File: src/source/icache_config.svh
`ifndef ICACHE_CONFIG_SVH
`define ICACHE_CONFIG_SVH

// set index bits, 16 sets
`define INDEX_WIDTH 4

// word-in-line bits, four words per line
`define OFFSET_WIDTH 2

// two ways; LRU bit and way select are built for two
`define WAYS 2

// returned in place of a flushed fetch
`define NOP_INST 32'h0340_0000

`endif

File: src/source/icache_pkg.sv
`default_nettype none

`include "icache_config.svh"

package icache_pkg;

    //////////////////////////////
    // geometry
    //////////////////////////////

    localparam int TAG_W      = 32 - `INDEX_WIDTH - `OFFSET_WIDTH - 2;
    localparam int LINE_WORDS = 1 << `OFFSET_WIDTH;

    typedef logic [31:0] word_t;                  // one instruction
    typedef word_t [LINE_WORDS-1:0] line_t;       // word 0 in the low bits

    typedef logic [`INDEX_WIDTH-1:0] index_t;

    // byte address as seen by the cache
    typedef struct packed {
        logic [TAG_W-1:0]         tag;
        index_t                   index;
        logic [`OFFSET_WIDTH-1:0] offset;         // word within line
        logic [1:0]               byte_sel;       // always zero for fetches
    } fetch_addr_t;

    //////////////////////////////
    // array entries and control
    //////////////////////////////

    typedef struct packed {
        logic             valid;
        logic [TAG_W-1:0] tag;
    } tagv_t;

    // from the pipeline
    typedef struct packed {
        logic stall;                              // fetch stage cannot take a word
        logic flush;                              // drop the fetch in lookup
    } pipe_ctrl_t;

    // one bit per way, for hits and write enables
    typedef logic [`WAYS-1:0] way_mask_t;

endpackage

`default_nettype wire

File: src/source/icache_hit_select.sv
`timescale 1ns/1ps
`default_nettype none

`include "icache_config.svh"

module icache_hit_select (
    input  wire icache_pkg::fetch_addr_t buf_addr,
    input  wire icache_pkg::tagv_t       tagv0,
    input  wire icache_pkg::tagv_t       tagv1,
    input  wire icache_pkg::line_t       line0,
    input  wire icache_pkg::line_t       line1,
    input  wire icache_pkg::line_t       refill_line,
    input  wire logic                    choose_way,
    input  wire logic                    choose_return,
    input  wire logic                    send_nop,
    output icache_pkg::way_mask_t        hit,
    output icache_pkg::word_t            inst
);
    import icache_pkg::*;

    line_t sel_line;
    word_t sel_word;

    //////////////////////////////
    // tag compare
    //////////////////////////////

    assign hit[0] = tagv0.valid && (tagv0.tag == buf_addr.tag);
    assign hit[1] = tagv1.valid && (tagv1.tag == buf_addr.tag);

    //////////////////////////////
    // word select
    //////////////////////////////

    // forwarded line beats the arrays
    always_comb begin
        if (choose_return) begin
            sel_line = refill_line;
        end else if (choose_way) begin
            sel_line = line1;
        end else begin
            sel_line = line0;
        end
    end

    assign sel_word = sel_line[buf_addr.offset];

    assign inst = send_nop ? word_t'(`NOP_INST) : sel_word;   // flushed fetch

endmodule

`default_nettype wire

File: config.mk
export PLATFORM = sky130hd
export DESIGN_NAME = icache_hit_select
export DESIGN_NICKNAME = d
export VERILOG_FILES = /design/src/source/icache_pkg.sv /design/src/source/icache_hit_select.sv
export VERILOG_INCLUDE_DIRS = /design/src /design/src/source
export SDC_FILE = /design/constraint.sdc
export NUM_CORES = 1
export LEC_CHECK = 0
export ABC_CLOCK_PERIOD_IN_PS = 4400
export BUFFER_PORTS_ARGS = -buffer_cell sky130_fd_sc_hd__buf_2
export CAP_MARGIN = 20
export CORE_AREA = 2 2 198 200
export DETAILED_ROUTE_END_ITERATION = 6
export DIE_AREA = 0 0 200 202
export PLACE_DENSITY = 0.34
export SETUP_SLACK_MARGIN = 0.3
export SLEW_MARGIN = 20
export SYNTH_ARGS = -nofsm -noshare
export SYNTH_HDL_FRONTEND = slang
export SYNTH_SLANG_ARGS = --single-unit
File: constraint.sdc
create_clock -name vclk -period 4.4
set_input_delay 1.32 -clock vclk [all_inputs]
set_output_delay 1.32 -clock vclk [all_outputs]
set_load 0.02 [all_outputs]
; ---- Yosys cells after proc, flatten, opt, wreduce, memory -nomap -nowiden
; Cells that the tools add are included.
[word_totals]
ff_bits = 0
inputBits = 469
out_inout_bits = 34
elab_cells = 10
[op_classes]
n_lt_le_gt_ge = 1
n_eq_ne = 2
n_mux = 5
reduce_logical = 2
[ops]
columns = cell, n
row1 = 128-bit two-way mux, 2
row2 = 32-bit binary-select mux with 2-bit select, 1
row3 = 32-bit two-way mux, 2
row4 = 24-bit == test, 2
row5 = 2-bit by 3-bit less-than comparator with 1-bit output (second input constant), 1
row6 = 1-bit logical AND, 2

; ---- Depth between registers and ports, before layout
[depth]
depth_word = 5
ltp_mapped = 7

; ---- Least setup slack after synthesis
; No wires, ideal clock.
[synth_timing]
path_kind = input to output
from = input choose_way
to = output inst[20]
arrival_ns = 2.697
required_ns = 3.080
slack_ns = 0.383
path_stages = 6
n_path_buf = 2
path_cell_list = buf_6 > buf_2 > mux2_2 > mux4_2 > nand2_1 > o21ai_0
[synth_via]
elab_chain_len = 5
[synth_rtl]
columns = item, line
row1 = "start, declared", icache_hit_select.sv:13  ; input wire logic choose_way,
row2 = 128-bit two-way mux, icache_hit_select.sv:39  ; end else if (choose_way) begin
row3 = 128-bit two-way mux, icache_hit_select.sv:37  ; if (choose_return) begin
row4 = 32-bit binary-select mux with 2-bit select, icache_hit_select.sv:46  ; assign sel_word = sel_line[buf_addr.offset];
row5 = 32-bit two-way mux (not written as such), icache_hit_select.sv:46
row6 = 32-bit two-way mux, icache_hit_select.sv:48  ; assign inst = send_nop ? word_t'(`NOP_INST) : sel_word;
row7 = "end, declared", icache_hit_select.sv:17  ; output icache_pkg::word_t inst
; Every way passes these cells. The select of a mux whose other input is x is not followed.

; ---- Worst setup path after layout
[layout_timing]
from = input choose_way
to = output inst[28]
; The elaborated chain is that of the path after synthesis.

==> reports/qor.csv <==
metric,value,unit
hold path startpoint,tagv1[24],
setup TNS,0,ps
hpwl dp,22090,um
syn avg cell area,9.766,um^2
register area,0,um^2
largest net degree at the start of global routing,35,
Final min period,4185,ps
Post-DP Area,7133,um^2
vias,5386,
synth cell count leaders,"64 x mux4_2, 58 x nand2_1, 57 x mux2_2",
vias in the first global route,5632,
Crit. End Element,output pin,
Area growth syn-to-layout,104.5,%
NumNets Final,1381,
Die ar.,40400,um^2
Comb power frac,100.0,%
Post-Synthesis Cells,391,
global-route wire length before repair,33930,um
initial drt markers,107,
Crit path max-delay family,multiplexers,
worst path required time,3080,ps
CP peak stage delay,450,ps
PortBufs,497,
die height,202,um
RePlAce Congestion,0.8044,
fin. max-slew vios,0,
Synth Net Count,860,
total I/O pin count,503,
initial antenna violation count,4,
measured slew at the worst slew-check pin,463.5,ps
Startpoint Class,input port,
Total Routing Usage GR,11.36,%
WHS Path Cells,4,
status,completed,
drt drc,0,
count of yosys warnings during synthesis,0,
Final Hold Violating Endpoints,0,
Final Cycle Share,95.11,%
# rows,72,
GRT overflow,0,
clock network power share,0,%
Internal Power,0.4588,mW
Core ar.,38290,um^2
WL final,25300,um
Sw Share,41.24,%
largest cells by area after synthesis,"mux4_2 38%, mux2_2 17%, mux2i_1 8.4%",
Post-Synthesis Cell Area,3819,um^2
synth unique cells,21,
final setup fails,0,
Hold Path Class,input port to output pin,
CP max-delay cell,mux4_2,
maximum clock rate,238.9,MHz
top cell type's share of synthesized area,37.75,%
critical path buffer and inverter count,4,
PD cells,99.98,nW/um^2
worst vdd ir,0.04684,mV
Max Fanout on Critical Path,7,
Lkg Pwr,3.810,nW
register share of total power,0,%
worst hold endpoint,hit[1],
Max-Cap Viols,0,
post-synthesis sequential area ratio,0,%
CP arrival,2870,ps
Final Cell Area,7810,um^2
Starting Density,9.974,%
Stages on worst setup path,8,
"antenna viol nets, final",0,
clkbuf count,0,
RSZ-0062 raised after global routing,true,
vias per cell,3.766,
drt wl/cell,17.70,um
largest area contributor in the netlist,mux4_2,
Psw,0.3220,mW
"most used cell, CP",buf_12,
relative slew slack,68.22,%
DR pass1 iterations,4,
seq_cells,0,
layout cells sized above 1,77.69,%
type of the worst setup path,input port to output pin,
CP cell instances,"buf_16, buf_12, buf_12, mux2_4, mux4_2, nand2_1, o21ai_0, buf_4",
Die W,200,um
filler instances,4284,
most common cell in the synthesized netlist,mux4_2,
## how the worst max path moves through the flow
| stage | start | end | slack [ps] |
|---|---|---|---|
| global route | choose_way | inst[10] | 160 |
| detailed placement | choose_way | inst[28] | 120 |
| finish | choose_way | inst[28] | 210 |
| global placement | choose_way | inst[24] | 120 |
| floorplan | choose_way | inst[20] | 380 |
| CTS | choose_way | inst[4] | 180 |
## power by group through the flow
| stage | Sequential (mW) | Clock [mW] | Combinational, mW |
|---|---|---|---|
| after detailed placement | 0 | 0 | 0.701 |
| after global placement | 0 | 0 | 0.700 |
| after global routing | 0 | 0.0000000304 | 0.846 |
| after floorplan | 0 | 0 | 0.348 |
| after CTS | 0 | 0 | 0.742 |
| final | 0 | 0.0000000608 | 0.781 |
## through the flow
stage / power [mW] / setup slack (ps) / instances / util, % / hold WS [ps]
after detailed placement: 0.7008 / 116.9 / 1400 / 18.63 / 2996
final: 0.7809 / 215.0 / 1430 / 20.40 / 2993
after global placement: 0.7000 / 123.8 / 1400 / 18.63 / 3003
after floorplan: 0.3481 / 383.2 / 391 / - / 2782
after CTS: 0.7417 / 182.1 / 1415 / 19.40 / 2996
after global routing: 0.8456 / 162.2 / 1429 / 20.39 / 3037
## cells by family after synthesis
logic type      Yosys count  share of synthesized area (%)
compound gates           61                          7.995
xor+xnor                 48                          11.01
buf+inv                  38                          5.111
mux                     163                          66.87
simple gates             81                          9.010
## layout by cell type, fill, tap and decap left out
| cell | netlist | final |
|---|---|---|
| a21oi_1 | 3 | 3 |
| buf_12 | 0 | 11 |
| buf_16 | 0 | 5 |
| buf_2 | 15 | 470 |
| buf_4 | 3 | 56 |
| buf_6 | 3 | 7 |
| buf_8 | 0 | 5 |
| clkbuf_16 | 0 | 3 |
| diode_2 | 0 | 2 |
| mux2_2 | 57 | 32 |
| mux2_4 | 10 | 35 |
| mux2i_1 | 32 | 31 |
| mux2i_4 | 0 | 1 |
| mux4_2 | 64 | 64 |
| nand2_1 | 58 | 51 |
| nand2_2 | 0 | 7 |
| nand2b_2 | 0 | 1 |
| nand3_1 | 4 | 4 |
| nand4_1 | 4 | 4 |
| nor2_2 | 0 | 1 |
| nor2_4 | 0 | 3 |
| nor3_1 | 2 | 2 |
| nor4_1 | 8 | 8 |
| o21ai_0 | 48 | 31 |
| o21ai_1 | 10 | 21 |
| o21ai_2 | 0 | 6 |
| xnor2_1 | 18 | 18 |
| xor2_1 | 30 | 30 |
## per-layer routing
metal  GRT usage, %  wire (um)
met1          11.99       9106
met2          23.07      13590
met3          2.169       2108
met4          1.746        495
met5              0          0
## repair_timing
| item | CTS | global route |
|---|---|---|
| hold buffers | 0 | 0 |
| gates resized for setup | 33 | 80 |
| pin swaps | 3 | 6 |
| cloned | 3 | 3 |
| buffers inserted | 12 | 10 |
| endpoints found under the setup margin | 29 | 32 |
## layout make-up
type | instances | area [um^2] | share of cell area [%]
diodes | 2 | 5.005 | 0.06408
multi-input cells | 353 | 3797 | 48.62
well taps | 518 | 648.1 | 8.299
repair buffers | 557 | 3359 | 43.02
(Power assumes the default switching activity.)
