$ cat config.mk
export PLATFORM = sky130hd
export DESIGN_NAME = icache_req_buf
export DESIGN_NICKNAME = d
export VERILOG_FILES = /design/src/source/icache_pkg.sv /design/src/source/icache_req_buf.sv
export VERILOG_INCLUDE_DIRS = /design/src /design/src/source
export SDC_FILE = /design/constraint.sdc
export NUM_CORES = 1
export LEC_CHECK = 0
export BUFFER_PORTS_ARGS = -buffer_cell sky130_fd_sc_hd__buf_2
export CORE_AREA = 2 2 127 129
export CTS_BUF_LIST = sky130_fd_sc_hd__clkbuf_8
export DETAILED_ROUTE_END_ITERATION = 16
export DIE_AREA = 0 0 129 131
export MAX_ROUTING_LAYER = met4
export PLACE_DENSITY = 0.7
export SLEW_MARGIN = 15
export SYNTH_ARGS = -nofsm -noshare
export SYNTH_HDL_FRONTEND = slang
export SYNTH_SLANG_ARGS = --single-unit
$ cat constraint.sdc
create_clock -name clk -period 3 [get_ports clk]
set_input_delay 0.9 -clock clk [delete_from_list [all_inputs] [get_ports clk]]
set_output_delay 0.9 -clock clk [all_outputs]
set_load 0.02 [all_outputs]
$ cat src/source/icache_config.svh
`ifndef ICACHE_CONFIG_SVH
`define ICACHE_CONFIG_SVH

// set index bits, 16 sets
`define INDEX_WIDTH 4

// word-in-line bits, four words per line
`define OFFSET_WIDTH 2

// two ways; LRU bit and way select are built for two
`define WAYS 2

// returned in place of a flushed fetch
`define NOP_INST 32'h0340_0000

`endif

$ cat src/source/icache_pkg.sv
`default_nettype none

`include "icache_config.svh"

package icache_pkg;

    //////////////////////////////
    // geometry
    //////////////////////////////

    localparam int TAG_W      = 32 - `INDEX_WIDTH - `OFFSET_WIDTH - 2;
    localparam int LINE_WORDS = 1 << `OFFSET_WIDTH;

    typedef logic [31:0] word_t;                  // one instruction
    typedef word_t [LINE_WORDS-1:0] line_t;       // word 0 in the low bits

    typedef logic [`INDEX_WIDTH-1:0] index_t;

    // byte address as seen by the cache
    typedef struct packed {
        logic [TAG_W-1:0]         tag;
        index_t                   index;
        logic [`OFFSET_WIDTH-1:0] offset;         // word within line
        logic [1:0]               byte_sel;       // always zero for fetches
    } fetch_addr_t;

    //////////////////////////////
    // array entries and control
    //////////////////////////////

    typedef struct packed {
        logic             valid;
        logic [TAG_W-1:0] tag;
    } tagv_t;

    // from the pipeline
    typedef struct packed {
        logic stall;                              // fetch stage cannot take a word
        logic flush;                              // drop the fetch in lookup
    } pipe_ctrl_t;

    // one bit per way, for hits and write enables
    typedef logic [`WAYS-1:0] way_mask_t;

endpackage

`default_nettype wire

$ cat src/source/icache_req_buf.sv
`timescale 1ns/1ps
`default_nettype none

module icache_req_buf (
    input  wire logic                    clk,
    input  wire logic                    rstn,
    input  wire logic                    buf_we,
    input  wire icache_pkg::fetch_addr_t req_addr,
    input  wire logic                    req_op,
    input  wire logic                    refill_we,
    input  wire icache_pkg::line_t       refill_line,
    output icache_pkg::fetch_addr_t      buf_addr,
    output logic                         buf_op,
    output icache_pkg::line_t            buf_line,
    output icache_pkg::index_t           array_index
);
    import icache_pkg::*;

    fetch_addr_t addr_q;
    logic        op_q;
    line_t       line_q;

    // request under lookup
    always_ff @(posedge clk or negedge rstn) begin
        if (!rstn) begin
            addr_q <= '0;
            op_q   <= 1'b0;
        end else if (buf_we) begin
            addr_q <= req_addr;
            op_q   <= req_op;
        end
    end

    // last refilled line, kept for the replace state
    always_ff @(posedge clk) begin
        if (refill_we) line_q <= refill_line;
    end

    assign buf_addr = addr_q;
    assign buf_op   = op_q;

    // memory line passes straight through in the data_ok cycle
    assign buf_line = refill_we ? refill_line : line_q;

    // arrays follow the incoming request, else hold the set in lookup
    assign array_index = buf_we ? req_addr.index : addr_q.index;

endmodule

`default_nettype wire

======== Yosys cells after proc, flatten, opt, wreduce, memory -nomap -nowiden ========
Index checks and enable logic that the tools add are counted.
storage, ports and cells
  register bits after elaboration ......... 161
  input bits .............................. 165
  output and inout port bits .............. 165
  logic and storage cells ................. 11
operators by class
  muxes and demuxes ....................... 2
operators by type and width
  operator            count
  2-to-1 mux 128 bit  1
  2-to-1 mux 4 bit    1

======== Logic depth before layout (Yosys ltp) ========
Gate-level depths: netlist (run 1).
  depth in word-level cells ............... 1
  depth in mapped cells ................... 3
  depth with buffers taken out ............ 1

======== Worst setup path after synthesis (run 1) ========
OpenSTA, ideal clock, no wires.
  path type ............................... input to output
  start point ............................. in buf_we
  end point ............................... out array_index[0]
  arrival ................................. 1.588 ns
  required time ........................... 2.100 ns
  slack ................................... 0.512 ns
  stages on the path ...................... 3
  cells stage by stage .................... buf_2 buf_6 mux2_2
between the ends
  longest elaborated chain between the ends .. 1
RTL lines
  what              line                  RTL
  from (decl)       icache_req_buf.sv:7   input wire logic buf_we,
  2-to-1 mux 4 bit  icache_req_buf.sv:46  assign array_index = buf_we ? req_addr.index : addr_q.index;
  to (decl)         icache_req_buf.sv:15  output icache_pkg::index_t array_index
No other way between the ends.

==> metrics.yaml, run 1 <==
outcome:
  status: "completed"
yosys:
  syn_area_per_cell_um2: 15.92
  synth_edf_count: 0
  synth.most_common_cell: "mux2_2"
  synth.net_count: 505
  synthMuxAreaShare_pct: 33.49
  synth-xor-area-share_pct: 0
  ys.flop_type: "dfxtp_1"
  synth-adder-area-share_pct: 0
  synth_top_area_share_pct: 47.33
  synth-simple-area-share_pct: 0
  synth-compound-area-share_pct: 0
  synth_cell_types: 7
  ys_warn_count: 0
  synth.area.top_cells: "dfxtp_1 47%, mux2_2 33%, dfrtp_1 15%"
  syn_area_um2: 5414
  synth.largest_area_cell: "dfxtp_1"
  async_flop_share_pct: 20.50
  syn_inst: 340
  synth_common_cells: "161 x mux2_2, 128 x dfxtp_1, 33 x dfrtp_1"
  synth_top_family_by_area: "multiplexers"
  ys_ff_latch: 161
  yosysSeqAreaShare_pct: 62.58
worst_setup_path:
  r2r_cells: 1
  start_kind: "input port"
  crit_type: "in2out"
  crit-reg2reg-capture: "buf_addr[7]$_DFFE_PN0P_"
  cp-end-kind: "primary output"
  critPathArrivalTime_ps: 1870
  critical-path-max-stage-delay_ps: 380
  r2r_slack_ps: 2230
  cp_cell_sequence: "buf_4, buf_12, mux2_2, buf_2"
  cp_top_family: "buffers and inverters"
  slowest_stage: "mux2_2"
  r2r-start: "buf_addr[7]$_DFFE_PN0P_"
  cp.required_ps: 2100
  crit_fanout: 40
  crit_buf_inv: 3
global_route:
  use_met3_pct: 5.293
  grt_pass1_wl_um: 19200
  grt_usage_pct: 15.28
  grt-busiest-layer: "met2"
  met1_usage_pct: 15.72
  overflow: 0
  grt_max_degree: 41
  grt_pass1_vias: 3921
  grt_antenna_before_repair: 0
  use_met2_pct: 26.83
timing:
  final.setup.tns_ps: 0
  fin_skew_ps: 0
  fmax_mhz: 360.4
  tightest_slew_ps: 712.9
  hold_ws_ps: 474.7
  maxSlewHeadroom_pct: 52.47
  setup_viol: 0
  slew_violations: 0
  final.period_utilization_pct: 92.49
  rsz0062_at_grt: "no"
  layout_min_cycle_time_ps: 2775
  hold_viol: 0
floorplan:
  fp.dieH_um: 131
  core_area_um2: 15600
  die_w_um: 129
  dieArea_um2: 16900
  io_pins: 330
  rows: 46
  initial_core_util_pct: 34.71
route:
  routedWlPerCell_um: 14.53
  via_per_inst: 4.309
  ant_nets: 0
  drc_errors: 0
  wl_um: 13170
  vias: 3904
  dr.pass1.iters: 4
  drt-initial-drc-count: 74
cts:
  cts-resized-gates: 0
  cts_buffer_depth: 2
  path_clk_slew_ps: 80
  clkLatencyLatePin_ps: 430
  cts_buffers: 17
  post-cts-setup-buffers: 0
  clock-sinks: 161
  htree_num_levels: 4
  cts_root_buf: "clkbuf_8"
  cts_tree: "done"
  hold_buffers: 0
final_layout:
  fin_nets: 842
  nFillCells: 1411
  final_cell_area_um2: 7589
  drive_gt1_share_pct: 76.38
  area_growth_pct: 40.17
  antenna_cells: 0
pwr:
  power_density_nw_per_um2: 648.6
  vdd_drop_max_uv: 303.0
  leakage_nw: 3.645
placement:
  hpwl_um: 10480
  place_area_um2: 7211
  routabilityCongestion: 0.8519
  numPortBuffers: 329
flow_run:
  maxCapViolCount: 0
min_path:
  hold_path.startpoint: "line_q[21]$_DFF_P_"
  min_path_type: "reg2reg"
  whs_endpoint: "line_q[21]$_DFF_P_"
  holdPathStages: 1
per-stage QoR:
stage,cells,total power (W),setup WS [ps],util [%]
floorplan,340,0.003093,512.3,-
global placement,874,0.003444,254.2,46.23
detailed placement,874,0.003475,217.7,46.23
CTS,906,0.005006,219.8,48.65
global route,906,0.005173,178.2,48.65
finish,906,0.004922,225.2,48.65
cell type report:
| cell class | count | area, µm² | share of cell area, % |
|---|---|---|---|
| Multi-Input combinational cell | 161 | 1813 | 23.89 |
| Timing Repair Buffer | 336 | 1739 | 22.92 |
| Clock buffer | 17 | 234.0 | 3.083 |
| Tap cell | 216 | 270.3 | 3.561 |
| Clock inverter | 15 | 143.9 | 1.896 |
| Sequential cell | 161 | 3388 | 44.65 |
sequential cells by signal, summed over array words and instances (netlist names):
| signal | count |
|---|---|
| buf_op | 1 |
| line_q | 128 |
| buf_addr | 32 |
where the power goes:
part / internal [W] / leakage (nW) / switching, W
logic: 0.000430 / 1.98 / 0.000554
clock network: 0.000734 / 0.199 / 0.000777
registers: 0.00237 / 1.47 / 0.0000605
how the worst max path moves through the flow:
stage	cells after the start	slack [ps]	endpoint	startpoint
floorplan	3	510	array_index[0]	buf_we
global placement	4	250	buf_line[71]	refill_we
detailed placement	4	220	buf_line[66]	refill_we
CTS	4	220	buf_line[66]	refill_we
global route	4	180	buf_line[118]	refill_we
finish	4	230	buf_line[118]	refill_we
layer usage:
metal | part of all wire [%] | up-vias
met4 | 2.0 | 0
met3 | 7.9 | 17
met2 | 53 | 193
li1 | - | 1864
met1 | 37 | 1830
met5 | 0 | -
cell usage in the layout (no fill, tap or decap):
| master | instances |
|---|---|
| inv_4 | 1 |
| clkbuf_8 | 17 |
| dfxtp_1 | 128 |
| bufinv_16 | 2 |
| clkinv_4 | 2 |
| dfrtp_1 | 33 |
| clkinvlp_4 | 2 |
| clkinv_2 | 4 |
| buf_2 | 328 |
| inv_1 | 2 |
| buf_12 | 3 |
| buf_4 | 5 |
| inv_6 | 2 |
| mux2_2 | 161 |
cell families after synthesis:
logic type | after synthesis
multiplexers | 161
buffers and inverters | 18
flip-flops | 161
No activity file was read; power rests on OpenSTA's default activity.
==> run 2: changes to the inputs <==
--- a/config.mk
+++ b/config.mk
@@ -7,12 +7,12 @@
 export NUM_CORES = 1
 export LEC_CHECK = 0
 export BUFFER_PORTS_ARGS = -buffer_cell sky130_fd_sc_hd__buf_2
-export CORE_AREA = 2 2 127 129
+export CORE_AREA = 2 2 130 132
 export CTS_BUF_LIST = sky130_fd_sc_hd__clkbuf_8
 export DETAILED_ROUTE_END_ITERATION = 16
-export DIE_AREA = 0 0 129 131
+export DIE_AREA = 0 0 132 134
 export MAX_ROUTING_LAYER = met4
-export PLACE_DENSITY = 0.7
+export PLACE_DENSITY = 0.68
 export SLEW_MARGIN = 15
 export SYNTH_ARGS = -nofsm -noshare
 export SYNTH_HDL_FRONTEND = slang
==> run 2 against run 1 <==
Net effect: power is 0.42% higher; flip-flop and latch count did not move; worst setup slack worse by 2.8 ps; sequential power hardly changed; clock skew unchanged; non-clock buffer count stayed put; final area increased by 0.20%; combinational power barely moved; final cell count is 0.44% higher; maximum frequency is essentially flat; critical endpoint is now buf_line[73]; largest power group unchanged.
==> metrics.yaml, run 2 (synthesis results as in run 1) <==
timing:
  tightest_slew_ps: 720.8
  layout_setup_ws_ps: 222.5
  final.setup.tns_ps: 0
  fin_skew_ps: 0
  slew_violations: 0
  final.period_utilization_pct: 92.58
  maxSlewHeadroom_pct: 51.95
  hold_viol: 0
  layout_min_cycle_time_ps: 2778
  rsz0062_at_grt: "no"
  fmax_mhz: 360.0
  setup_viol: 0
cts:
  hold_buffers: 0
  cts_tree: "done"
  path_clk_slew_ps: 80
  clkLatencyLatePin_ps: 440
  cts-resized-gates: 0
  htree_num_levels: 4
  clock-sinks: 161
  post-cts-setup-buffers: 0
  cts_root_buf: "clkbuf_8"
  cts_buffers: 17
  cts_buffer_depth: 2
placement:
  numPortBuffers: 329
  placed_cells: 878
  dp_slack_ps: 209.6
  hpwl_um: 10430
  routabilityCongestion: 0.8006
  place_area_um2: 7216
final_layout:
  fin_nets: 842
  area_growth_pct: 40.44
  antenna_cells: 0
  layout_common_cells: "328 x buf_2, 161 x mux2_2, 128 x dfxtp_1"
  top_register: "line_q"
  final_cell_area_um2: 7604
  layout_commonest_cell: "buf_2"
  drive_gt1_share_pct: 76.67
  layout.cells.non_filler: 910
  largest_register_ffs: 128
route:
  routedWlPerCell_um: 14.56
  ant_nets: 0
  dr.pass1.iters: 4
  drc_errors: 0
  wl_um: 13250
  drt-initial-drc-count: 112
  vias: 3953
  via_per_inst: 4.344
worst_setup_path:
  crit_buf_inv: 3
  start_kind: "input port"
  critical-path-max-stage-delay_ps: 380
  cp_top_family: "buffers and inverters"
  crit_type: "in2out"
  cp-end-kind: "primary output"
  crit_fanout: 37
  cp.required_ps: 2100
  slowest_stage: "mux2_2"
  cp_cell_sequence: "buf_4, buf_12, mux2_2, buf_2"
  r2r_slack_ps: 2220
  critPathArrivalTime_ps: 1880
floorplan:
  core_area_um2: 16290
  io_pins: 330
  dieArea_um2: 17690
  die_w_um: 132
  rows: 47
  initial_core_util_pct: 33.24
  fp.dieH_um: 134
pwr:
  leakage_nw: 3.645
  vdd_drop_max_uv: 400.2
  power_w: 0.004943
  power_density_nw_per_um2: 650.0
min_path:
  min_path_type: "reg2reg"
global_route:
  grt_max_degree: 40
  grt_usage_pct: 15.41
  grt_pass1_vias: 4243
  grt_antenna_before_repair: 0
  overflow: 0
  grt_pass1_wl_um: 20780
flow_run:
  maxCapViolCount: 0
outcome:
  status: "completed"
## run 2: cell type report
type | instances | area, µm²
sequential | 161 | 3388
fill | 1502 | 8686
tap | 220 | 275.3
clock inverter | 13 | 126.4
timing repair buffer | 336 | 1739
multi-input combinational | 161 | 1813
clock buffer | 19 | 261.5
## run 2: worst paths after layout
check / from / to / cells past startpoint
worst max-delay path: refill_we / buf_line[73] / 4
worst min-delay path: line_q[52]$_DFF_P_ / line_q[52]$_DFF_P_ / 1
worst max register to register: buf_addr[13]$_DFFE_PN0P_ / buf_addr[13]$_DFFE_PN0P_ / 1
worst min register to register: line_q[52]$_DFF_P_ / line_q[52]$_DFF_P_ / 1
max in group asynchronous: rstn / buf_addr[13]$_DFFE_PN0P_ / 1
min in group asynchronous: rstn / buf_addr[22]$_DFFE_PN0P_ / 1
## run 2: report_power, final
part / internal, W / switching (W) / total [W] / leakage (nW)
sequential: 0.00237 / 0.0000617 / 0.00243 / 1.47
combinational: 0.000430 / 0.000555 / 0.000985 / 1.98
clock: 0.000715 / 0.000815 / 0.00153 / 0.199
total: 0.00351 / 0.00143 / 0.00494 / 3.65
## run 2: layer usage
metal	track usage (%)	vias up	part of all wire, %
li1	-	1867	-
met1	15.91	1846	38
met2	26.42	212	51
met3	5.518	28	8.4
met4	6.944	0	2.7
met5	-	-	0
## run 2: through the flow
step | util (%) | hold slack, ps
6_report | 46.68 | 474.9
5_1_grt | 46.68 | 489.0
4_1_cts | 46.68 | 479.1
3_5_place_dp | 44.30 | 458.6
3_3_place_gp | 44.30 | 452.9
2_1_floorplan | - | 539.3
