File: src/source/icache_config.svh
`ifndef ICACHE_CONFIG_SVH
`define ICACHE_CONFIG_SVH

// set index bits, 16 sets
`define INDEX_WIDTH 4

// word-in-line bits, four words per line
`define OFFSET_WIDTH 2

// two ways; LRU bit and way select are built for two
`define WAYS 2

// returned in place of a flushed fetch
`define NOP_INST 32'h0340_0000

`endif

File: src/source/icache_pkg.sv
`default_nettype none

`include "icache_config.svh"

package icache_pkg;

    //////////////////////////////
    // geometry
    //////////////////////////////

    localparam int TAG_W      = 32 - `INDEX_WIDTH - `OFFSET_WIDTH - 2;
    localparam int LINE_WORDS = 1 << `OFFSET_WIDTH;

    typedef logic [31:0] word_t;                  // one instruction
    typedef word_t [LINE_WORDS-1:0] line_t;       // word 0 in the low bits

    typedef logic [`INDEX_WIDTH-1:0] index_t;

    // byte address as seen by the cache
    typedef struct packed {
        logic [TAG_W-1:0]         tag;
        index_t                   index;
        logic [`OFFSET_WIDTH-1:0] offset;         // word within line
        logic [1:0]               byte_sel;       // always zero for fetches
    } fetch_addr_t;

    //////////////////////////////
    // array entries and control
    //////////////////////////////

    typedef struct packed {
        logic             valid;
        logic [TAG_W-1:0] tag;
    } tagv_t;

    // from the pipeline
    typedef struct packed {
        logic stall;                              // fetch stage cannot take a word
        logic flush;                              // drop the fetch in lookup
    } pipe_ctrl_t;

    // one bit per way, for hits and write enables
    typedef logic [`WAYS-1:0] way_mask_t;

endpackage

`default_nettype wire

File: src/source/icache_ctrl_fsm.sv
`timescale 1ns/1ps
`default_nettype none

module icache_ctrl_fsm (
    input  wire logic                   clk,
    input  wire logic                   rstn,
    input  wire logic                   req_valid,
    input  wire logic                   req_op,
    input  wire icache_pkg::pipe_ctrl_t ctrl,
    output logic                        req_ready,
    output logic                        inst_valid,
    output logic                        mem_req,
    input  wire logic                   mem_addr_ok,
    input  wire logic                   mem_data_ok,
    output logic                        buf_we,
    output logic                        refill_we,
    input  wire logic                   buf_op,
    input  wire icache_pkg::way_mask_t  hit,
    input  wire logic                   victim,
    output logic                        use0,
    output logic                        use1,
    output icache_pkg::way_mask_t       data_we,
    output logic                        inv_set,
    output logic                        choose_way,
    output logic                        choose_return,
    output logic                        send_nop
);
    import icache_pkg::*;

    typedef enum logic [2:0] {
        S_IDLE,
        S_LOOKUP,
        S_MISS_REQ,
        S_MISS_WAIT,
        S_REPLACE,
        S_OP,
        S_FLUSH
    } state_t;

    state_t state;
    state_t next_state;
    state_t accept_state;   // where a newly accepted request goes
    logic   rstn_q;
    logic   ready_int;
    logic   accept;

    // ready stays low for one cycle after reset release
    always_ff @(posedge clk or negedge rstn) begin
        if (!rstn) rstn_q <= 1'b0;
        else rstn_q <= 1'b1;
    end

    assign req_ready = ready_int & rstn_q;
    assign accept    = req_valid & req_ready;

    always_ff @(posedge clk or negedge rstn) begin
        if (!rstn) state <= S_IDLE;
        else state <= next_state;
    end

    //////////////////////////////
    // next state
    //////////////////////////////

    always_comb begin
        if (!accept) accept_state = S_IDLE;
        else if (req_op) accept_state = S_OP;
        else accept_state = S_LOOKUP;
    end

    always_comb begin
        next_state = state;
        case (state)
            S_IDLE:   next_state = accept_state;
            S_LOOKUP: begin
                if (ctrl.flush) begin
                    next_state = S_FLUSH;
                end else if (hit == '0) begin
                    next_state = mem_addr_ok ? S_MISS_WAIT : S_MISS_REQ;
                end else begin
                    next_state = accept_state;   // hit, keep streaming
                end
            end
            S_MISS_REQ: begin
                if (mem_addr_ok) next_state = S_MISS_WAIT;
            end
            S_MISS_WAIT: begin
                if (mem_data_ok) begin
                    next_state = ctrl.stall ? S_REPLACE : accept_state;
                end
            end
            S_REPLACE: begin
                if (!ctrl.stall) next_state = accept_state;
            end
            S_OP:     next_state = S_IDLE;
            S_FLUSH:  next_state = accept_state;
            default:  next_state = S_IDLE;
        endcase
    end

    //////////////////////////////
    // outputs
    //////////////////////////////

    always_comb begin
        ready_int     = 1'b0;
        inst_valid    = 1'b0;
        mem_req       = 1'b0;
        buf_we        = 1'b0;
        refill_we     = 1'b0;
        use0          = 1'b0;
        use1          = 1'b0;
        data_we       = '0;
        inv_set       = 1'b0;
        choose_way    = 1'b0;
        choose_return = 1'b0;
        send_nop      = 1'b0;
        case (state)
            S_IDLE: begin
                ready_int = 1'b1;
                buf_we    = accept;
            end
            S_LOOKUP: begin
                if (ctrl.flush) begin
                    inst_valid = 1'b1;
                    send_nop   = 1'b1;
                end else if (hit != '0) begin
                    inst_valid = 1'b1;
                    ready_int  = 1'b1;
                    buf_we     = accept;
                    choose_way = ~hit[0];   // way 0 first
                    use0       = hit[0];
                    use1       = ~hit[0];
                end else begin
                    mem_req = 1'b1;         // miss, ask right away
                end
            end
            S_MISS_REQ: mem_req = 1'b1;
            S_MISS_WAIT: begin
                if (mem_data_ok) begin
                    refill_we     = 1'b1;
                    data_we       = way_mask_t'(1) << victim;
                    use0          = ~victim;
                    use1          = victim;
                    choose_return = 1'b1;   // forward from the memory line
                    inst_valid    = 1'b1;
                    ready_int     = ~ctrl.stall;
                    buf_we        = accept;
                end
            end
            S_REPLACE: begin
                choose_return = 1'b1;       // buffered line now
                inst_valid    = 1'b1;
                ready_int     = ~ctrl.stall;
                buf_we        = accept;
            end
            S_OP: inv_set = buf_op;
            S_FLUSH: begin
                ready_int = 1'b1;
                buf_we    = accept;
            end
            default: ;
        endcase
    end

endmodule

`default_nettype wire

File: config.mk
export PLATFORM = sky130hd
export DESIGN_NAME = icache_ctrl_fsm
export DESIGN_NICKNAME = d
export VERILOG_FILES = /design/src/source/icache_pkg.sv /design/src/source/icache_ctrl_fsm.sv
export VERILOG_INCLUDE_DIRS = /design/src /design/src/source
export SDC_FILE = /design/constraint.sdc
export NUM_CORES = 1
export LEC_CHECK = 0
export BUFFER_PORTS_ARGS = -buffer_cell sky130_fd_sc_hd__buf_4
export CORE_AREA = 4 4 41 43
export CTS_CLUSTER_SIZE = 14
export DETAILED_ROUTE_END_ITERATION = 16
export DIE_AREA = 0 0 45 47
export PLACE_DENSITY = 0.75
export SLEW_MARGIN = 25
export SYNTH_ARGS = -nofsm -noshare
export SYNTH_HDL_FRONTEND = slang
export SYNTH_SLANG_ARGS = --single-unit
export TNS_END_PERCENT = 100
File: constraint.sdc
create_clock -name clk -period 1.16 [get_ports clk]
set_input_delay 0.116 -clock clk [delete_from_list [all_inputs] [get_ports clk]]
set_output_delay 0.116 -clock clk [all_outputs]
set_load 0.02 [all_outputs]
* Word level (Yosys, flattened, before mapping) *
Cells that the tools add are included.

operators by class
  equality and inequality tests = 9
  bitwise logic cells = 5
  shift operators = 1
  multiplexer cells = 40
  divide/modulo/power cells = 0
  magnitude comparators = 0
  $mul = 0
  add/sub/neg operators = 0
  reductions and logical operators = 6

operators by type and width
  cell                                              number
  two-way mux 3 bit                                 8
  two-way mux 1 bit                                 22
  case mux 3 bit (5 select lines)                   1
  == test 3 bit (second input constant)             3
  case mux 1 bit (2 select lines)                   4
  == test 3 x 2 -> 1 bit (second input constant)    2
  != test 2 bit (second input constant)             3
  case mux 1 bit (3 select lines)                   2
  two-way mux 2 bit                                 2
  case mux 1 bit (4 select lines)                   1
  == test 3 x 1 -> 1 bit (second input constant)    1
  zero test 3 bit                                   1
  inverter 1 bit                                    3
  AND reduction 3 bit                               1
  OR reduction 3 bit                                1
  AND 1 bit                                         2
  zero test 2 bit                                   1
  nonzero test 2 bit                                1
  OR reduction 2 bit                                1
  left shift 1 x 1 -> 2 bit (first input constant)  1

storage, ports and cells
  RAM bits = 0
  memories kept = 0
  output and inout bits = 13
  bits in read-only memories = 0
  logic and storage cells = 63
  register bits after elaboration = 4
  latch bits = 0
  bits of input ports = 12

* Depth between registers and ports, before layout *
Gate-level depths: netlist of run 1.

  depth after elaboration = 10
  gate-level depth with buffers = 5
  gate-level depth less buffers = 4

* Worst setup path after synthesis of run 1 *
Ideal clock, no wire load.

  kind = register to output
  start = register state[2]
  end = output port inst_valid
  data required time = 1.044 ns
  setup slack = -0.272 ns
  data arrival time = 1.316 ns
  path buffers = 1
  stages on the path, launching flop included = 5
  path through = dfrtp_1 buf_6 nand2b_4 o22ai_1 or2_2

between the ends
  word-level cells in the longest chain between the ends = 2
  elaborated cells on any way between the ends = 4
  classes of those cells = eq/ne (3); mux (1)

RTL lines
  what                                   RTL line                RTL
  from (decl)                            icache_ctrl_fsm.sv:40   state_t state;
  from (signal assigned)                 icache_ctrl_fsm.sv:58   else state <= next_state;
  == test 3 bit (tied with other cells)  icache_ctrl_fsm.sv:118  case (state)
  case mux 1 bit (3 select lines) (*)    icache_ctrl_fsm.sv:118
  to (decl)                              icache_ctrl_fsm.sv:11   output logic inst_valid,

Mark *: on every way between the ends. The rest lies on a longest branch, timed or not.

* Worst setup path in the final report of run 1 *
  start = register state[1]
  end = output port req_ready

between the ends
  word-level cells in the longest chain between the ends = 4
  elaborated cells on any way between the ends = 8
  classes of those cells = eq/ne (4); mux (1); bitwise (1); reduce/logical (2)

RTL lines
  what                                                     RTL line                RTL
  == test 3 bit / zero test 3 bit (equally long branches)  icache_ctrl_fsm.sv:118
  OR reduction 2 bit (no source line)                      --
  case mux 1 bit (4 select lines) (*)                      icache_ctrl_fsm.sv:118
  AND 1 bit (*)                                            icache_ctrl_fsm.sv:53   assign req_ready = ready_int & rstn_q;
  to (decl)                                                icache_ctrl_fsm.sv:10   output logic req_ready,

Marks and branches as above.

==> impl_metrics.toml, run 1 <==
[setup_path]
r2r_slack_ps = -360
cp.required_ps = 1040
slowest_stage = "dfrtp_2"
r2r-end = "state[2]"
critPathBufInv = 2
worstSetupPathType = "reg2out"
crit_path_frequent_cell = "buf_6"
crit_family = "flip-flops"
start_kind = "flop"
r2r-start = "state[2]"
ff2ff_path_depth = 8
cp-startpoint = "state[1]"
end_kind = "primary output"
crit_arrival_ps = 1430
cp_cell_sequence = "and2b_4, o22ai_2, a22oi_2, buf_6, nor2b_4, buf_6"
cpPeakStageDelay_ps = 450
cp.depth = 6
worstPathMaxFanout = 7
cp-endpoint = "req_ready"

[synthesis]
synth-seq-area-share_pct = 22.47
netlist_instances = 57
synth-main-ff-cell = "dfrtp_1"
syn_avg_cell_area_um2 = 7.815
syn_nets = 69
synth-seq-cells = 4
synth.distinct_cells = 33
syn_area_um2 = 445.4
ys_async_sr_fraction_pct = 100.0
yosys_warnings = 0
synth_edf_count = 0

[job]
drv_cap = 0

[clock_tree]
clk_latency_ps = 230
cts_tree = "done"
cts_buffers = 3
cts_buffer_depth = 2
clk_pin_slew_worst_paths_ps = 30
htree_num_levels = 1
root_buffer = "clkbuf_4"
cts.sinks = 4

[final_layout]
layout_common_cells = "buf_4 (29), buf_6 (17), nor2_1 (7)"
fillCellCount = 100
drive_gt1_share_pct = 68.27
nets = 118
fin_util_pct = 73.56
area_growth_pct = 114.9
final-seq-area_um2 = 102.6
n_antenna_cell = 0
final_cells = 119
final_common_cell = "buf_4"
multiInputGateArea_um2 = 380.4

[global_route]
grt_max_degree = 8
antenna_found_initial = 0
grt_pass1_wl_um = 2463
grt-ovfl-total = 0
grt_pass1_vias = 576
grtUsageTotal_pct = 16.16

[floorplan]
coreArea_um2 = 1301
die_area_um2 = 2115
die_w_um = 45
die_h_um = 47
initial_core_util_pct = 34.23
row_count = 13
ioPinCount = 25

[routing]
drt_iter0_drc = 6
ant_nets = 0
dr.pass1.iters = 4
vias = 601
drc = 0
wl_per_cell_um = 13.89
vias_per_cell = 5.050
totalWireLength_um = 1653

[sta]
fin_crit_ps = 1551
whs_ps = 190.5
fin_crit_sh_pct = 133.7
rsz0062_at_grt = "yes"
fmax_mhz = 644.9
setup_viol = 16
hold_violations = 0
skew_ps = 1.457
fin_ws_ps = -390.7
slew_viol_final = 0

[placement]
hpwl_um = 1019
place_inst = 105
portBuffers = 24
place_congestion = 0.7892

[pwr]
power.density_nw_per_um2 = 2320
peakVddDrop_v = 0.001623
leakage_nw = 0.4626

[outcome]
failed_checks = "negative setup slack"
status = "finished, violations left"

[worst_hold_path]
hp-class = "in2reg"
[cell usage after synthesis, types with 2 or more instances]
master | number | area share (%)
buf_6 | 3 | 7.6
dfrtp_1 | 4 | 22
inv_1 | 2 | 1.7
o22ai_1 | 3 | 4.2
nor2b_1 | 2 | 2.8
nor3_1 | 3 | 3.4
a21oi_1 | 3 | 3.4
nand2_1 | 4 | 3.4
nor2_1 | 9 | 7.6
[tightest hold or removal path, stage by stage]
cell,delay (ps)
buf_4,90
o41ai_1,70
o22ai_2,90
[through the flow]
| step | power, mW | area [µm²] | TNS, ps | setup slack (ps) |
|---|---|---|---|---|
| 2_1_floorplan | 1.021 | 469.2 | -964.0 | -136.5 |
| 3_3_place_gp | 1.452 | 724.4 | -1332 | -199.9 |
| 3_5_place_dp | 1.471 | 724.4 | -1387 | -223.5 |
| 4_1_cts | 1.975 | 883.3 | -4176 | -378.3 |
| 5_1_grt | 2.339 | 957.2 | -5597 | -444.8 |
| 6_report | 2.221 | 957.2 | -4775 | -390.7 |
[worst min-delay path by stage]
stage,cells past startpoint,startpoint,slack [ps],end
global placement,1,rstn,-90,state[2]
finish,3,mem_addr_ok,190,state[2]
global route,3,mem_addr_ok,190,state[2]
CTS,3,req_op,190,state[2]
floorplan,0,rstn,-180,rstn_q
detailed placement,1,rstn,-80,state[2]
[flip-flops by register name, indices dropped and copies added (netlist names)]
name	flops
state	3
rstn_q	1
[power by group]
| group | switching (mW) | internal [mW] | total [mW] |
|---|---|---|---|
| clock network | 0.0469 | 0.115 | 0.162 |
| logic | 0.795 | 0.999 | 1.79 |
| registers | 0.0729 | 0.193 | 0.265 |
| total | 0.915 | 1.31 | 2.22 |
[cell families after synthesis]
family | count (synthesis) | synth area share (%)
simple gates | 30 | 39.33
compound gates | 15 | 24.44
buf+inv | 6 | 10.68
flops | 4 | 22.47
mux | 1 | 2.247
other cells | 1 | 0.8419
[area by class of cell]
cell class                      count  share of cell area, %
Timing Repair Buffer               47                  43.79
Sequential cell                     4                  10.72
Multi-Input combinational cell     47                  39.74
Inverter                            3                  1.438
Clock buffer                        3                  2.353
Tap cell                           15                  1.961
[repair_timing]
| item | CTS | global route |
|---|---|---|
| gates resized for setup | 21 | 9 |
| pin swaps | 3 | 2 |
| buffers inserted | 6 | 4 |
| hold buffers | 1 | 0 |
| setup endpoints to repair | 16 | 16 |
| endpoints found under the hold margin | 4 | 0 |
[layer usage]
metal  wire length [µm]  track usage [%]  up-vias
met1                649            17.43      290
met5                  0                0        -
met4                 19            7.018        0
met2                913            30.79       16
met3                 71            2.682        2
li1                   -                -      293
No activity file was read; power rests on OpenSTA's default activity.
==> run 2: changes to the inputs <==
CTS_BUF_LIST = sky130_fd_sc_hd__clkbuf_2   (was not set)
==> run 2 against run 1 <==
The flow still finishes with violations (negative setup slack). Combinational power decreased by 5%. Non-clock buffer count decreased by 1. Routed wire length decreased by 3.1%. First-iteration DRC count decreased by 83%. Setup slack improved by 32 ps. Critical path type unchanged. Critical endpoint unchanged. Largest cell class unchanged.
==> impl_metrics.toml, run 2 (synthesized netlist as in run 1, its figures left out) <==
[clock_tree]
root_buffer = "clkbuf_2"
cts_buffer_depth = 2
cts_tree = "done"
cts_buffers = 3
clk_pin_slew_worst_paths_ps = 40
cts.sinks = 4
clk_latency_ps = 200
htree_num_levels = 1

[floorplan]
row_count = 13
initial_core_util_pct = 34.23
die_h_um = 47
die_w_um = 45
die_area_um2 = 2115
coreArea_um2 = 1301
ioPinCount = 25

[sta]
fmax_mhz = 658.6
hold_violations = 0
setup_viol = 16
fin_ws_ps = -358.4
skew_ps = 1.408
whs_ps = 219.4
fin_crit_sh_pct = 130.9
fin_setup_tns_ps = -4041
slew_viol_final = 0
rsz0062_at_grt = "yes"
fin_crit_ps = 1518

[global_route]
grt_pass1_vias = 576
grtUsageMet2_pct = 30.79
grt_pass1_wl_um = 2470
grt-ovfl-total = 0
top_usage_layer = "met2"
met1_usage_pct = 17.43
grt_max_degree = 8
grtUsageTotal_pct = 16.16
met3_usage_pct = 2.682
antenna_found_initial = 0

[pwr]
switching_share_pct = 42.07
peakVddDrop_v = 0.001570
power.net_switching_mw = 0.8753
power.density_nw_per_um2 = 2244
p_clk_share_pct = 5.6
power_frac_comb_pct = 81.8
leakage_nw = 0.4549
p_seq_share_pct = 12.6
p_int_mw = 1.205

[final_layout]
largest_reg_flops = 3
layout_common_cells = "buf_4 (30), buf_6 (15), nor2_1 (7)"
postLayoutCellArea_um2 = 927.1
n_antenna_cell = 0
area_growth_pct = 108.1
nets = 117
top_regs = "state: 3 flops, rstn_q: 1 flops"
final_common_cell = "buf_4"
drive_gt1_share_pct = 67.96
fin_util_pct = 71.25
top_register = "state"

[setup_path]
cp.required_ps = 1040
start_kind = "flop"
worstSetupPathType = "reg2out"
crit_arrival_ps = 1400
worstPathMaxFanout = 7
end_kind = "primary output"

[routing]
dr.pass1.iters = 4
totalWireLength_um = 1601
vias = 583
wl_per_cell_um = 13.57
ant_nets = 0
drt_iter0_drc = 1
drc = 0
vias_per_cell = 4.941

[worst_hold_path]
hp-class = "in2reg"

[placement]
hpwl_um = 1019
placed_cell_area_um2 = 724.4
portBuffers = 24
place_congestion = 0.7892

[outcome]
status = "finished, violations left"
failed_checks = "negative setup slack"

[job]
drv_cap = 0
[run 2: worst max-delay path: stages, from the launching register on]
cell and delay, ps:
dfrtp_2 450, and2b_4 260, o22ai_2 60, a22oi_2 130, buf_6 150, nor2b_4 40
buf_6 120
[run 2: path summary, 6_finish.rpt]
kind                        startpoint         to  slack (ps)  cells past startpoint
max reg2reg                   state[1]   state[2]        -280                      7
min                        mem_addr_ok   state[2]         220                      3
max in group asynchronous         rstn   state[1]         800                      2
min in group asynchronous         rstn   state[2]         250                      2
min reg2reg                     rstn_q   state[2]         630                      2
max                           state[1]  req_ready        -360                      6
[run 2: cell type report]
class	count	area (µm²)
Timing Repair Buffer	46	404.1
Fill cell	107	374.1
Multi-Input combinational cell	47	372.9
Sequential cell	4	102.6
Tap cell	15	18.77
Clock buffer	3	15.01
Inverter	3	13.76
[run 2: routing by layer]
layer  part of all wire, %  vias to the layer above
met5                     0                        -
met4                   1.2                        0
met3                   4.4                        2
met2                    56                       16
met1                    38                      272
li1                      -                      293
[run 2: power groups by stage]
stage / clock [mW] / combinational, mW / sequential (mW)
2_1_floorplan: 0 / 0.807 / 0.215
3_3_place_gp: 0 / 1.21 / 0.247
3_5_place_dp: 0 / 1.22 / 0.247
4_1_cts: 0.125 / 1.57 / 0.254
5_1_grt: 0.131 / 1.81 / 0.271
6_report: 0.117 / 1.70 / 0.263
[run 2: per-stage QoR]
stage	instances	total power, mW	worst slack, ps
after CTS	115	1.946	-352.9
final	118	2.081	-358.4
after floorplan	57	1.021	-136.5
after global routing	118	2.210	-421.8
after global placement	105	1.452	-199.9
after detailed placement	105	1.471	-223.5
[run 2: timing repair]
item                       4_1_cts  5_1_grt
setup endpoints to repair       16       16
resized for setup               22        6
setup buffers                    6        4
hold buffers                     1        0
hold endpoints to repair         4        0
pin swaps                        4        3
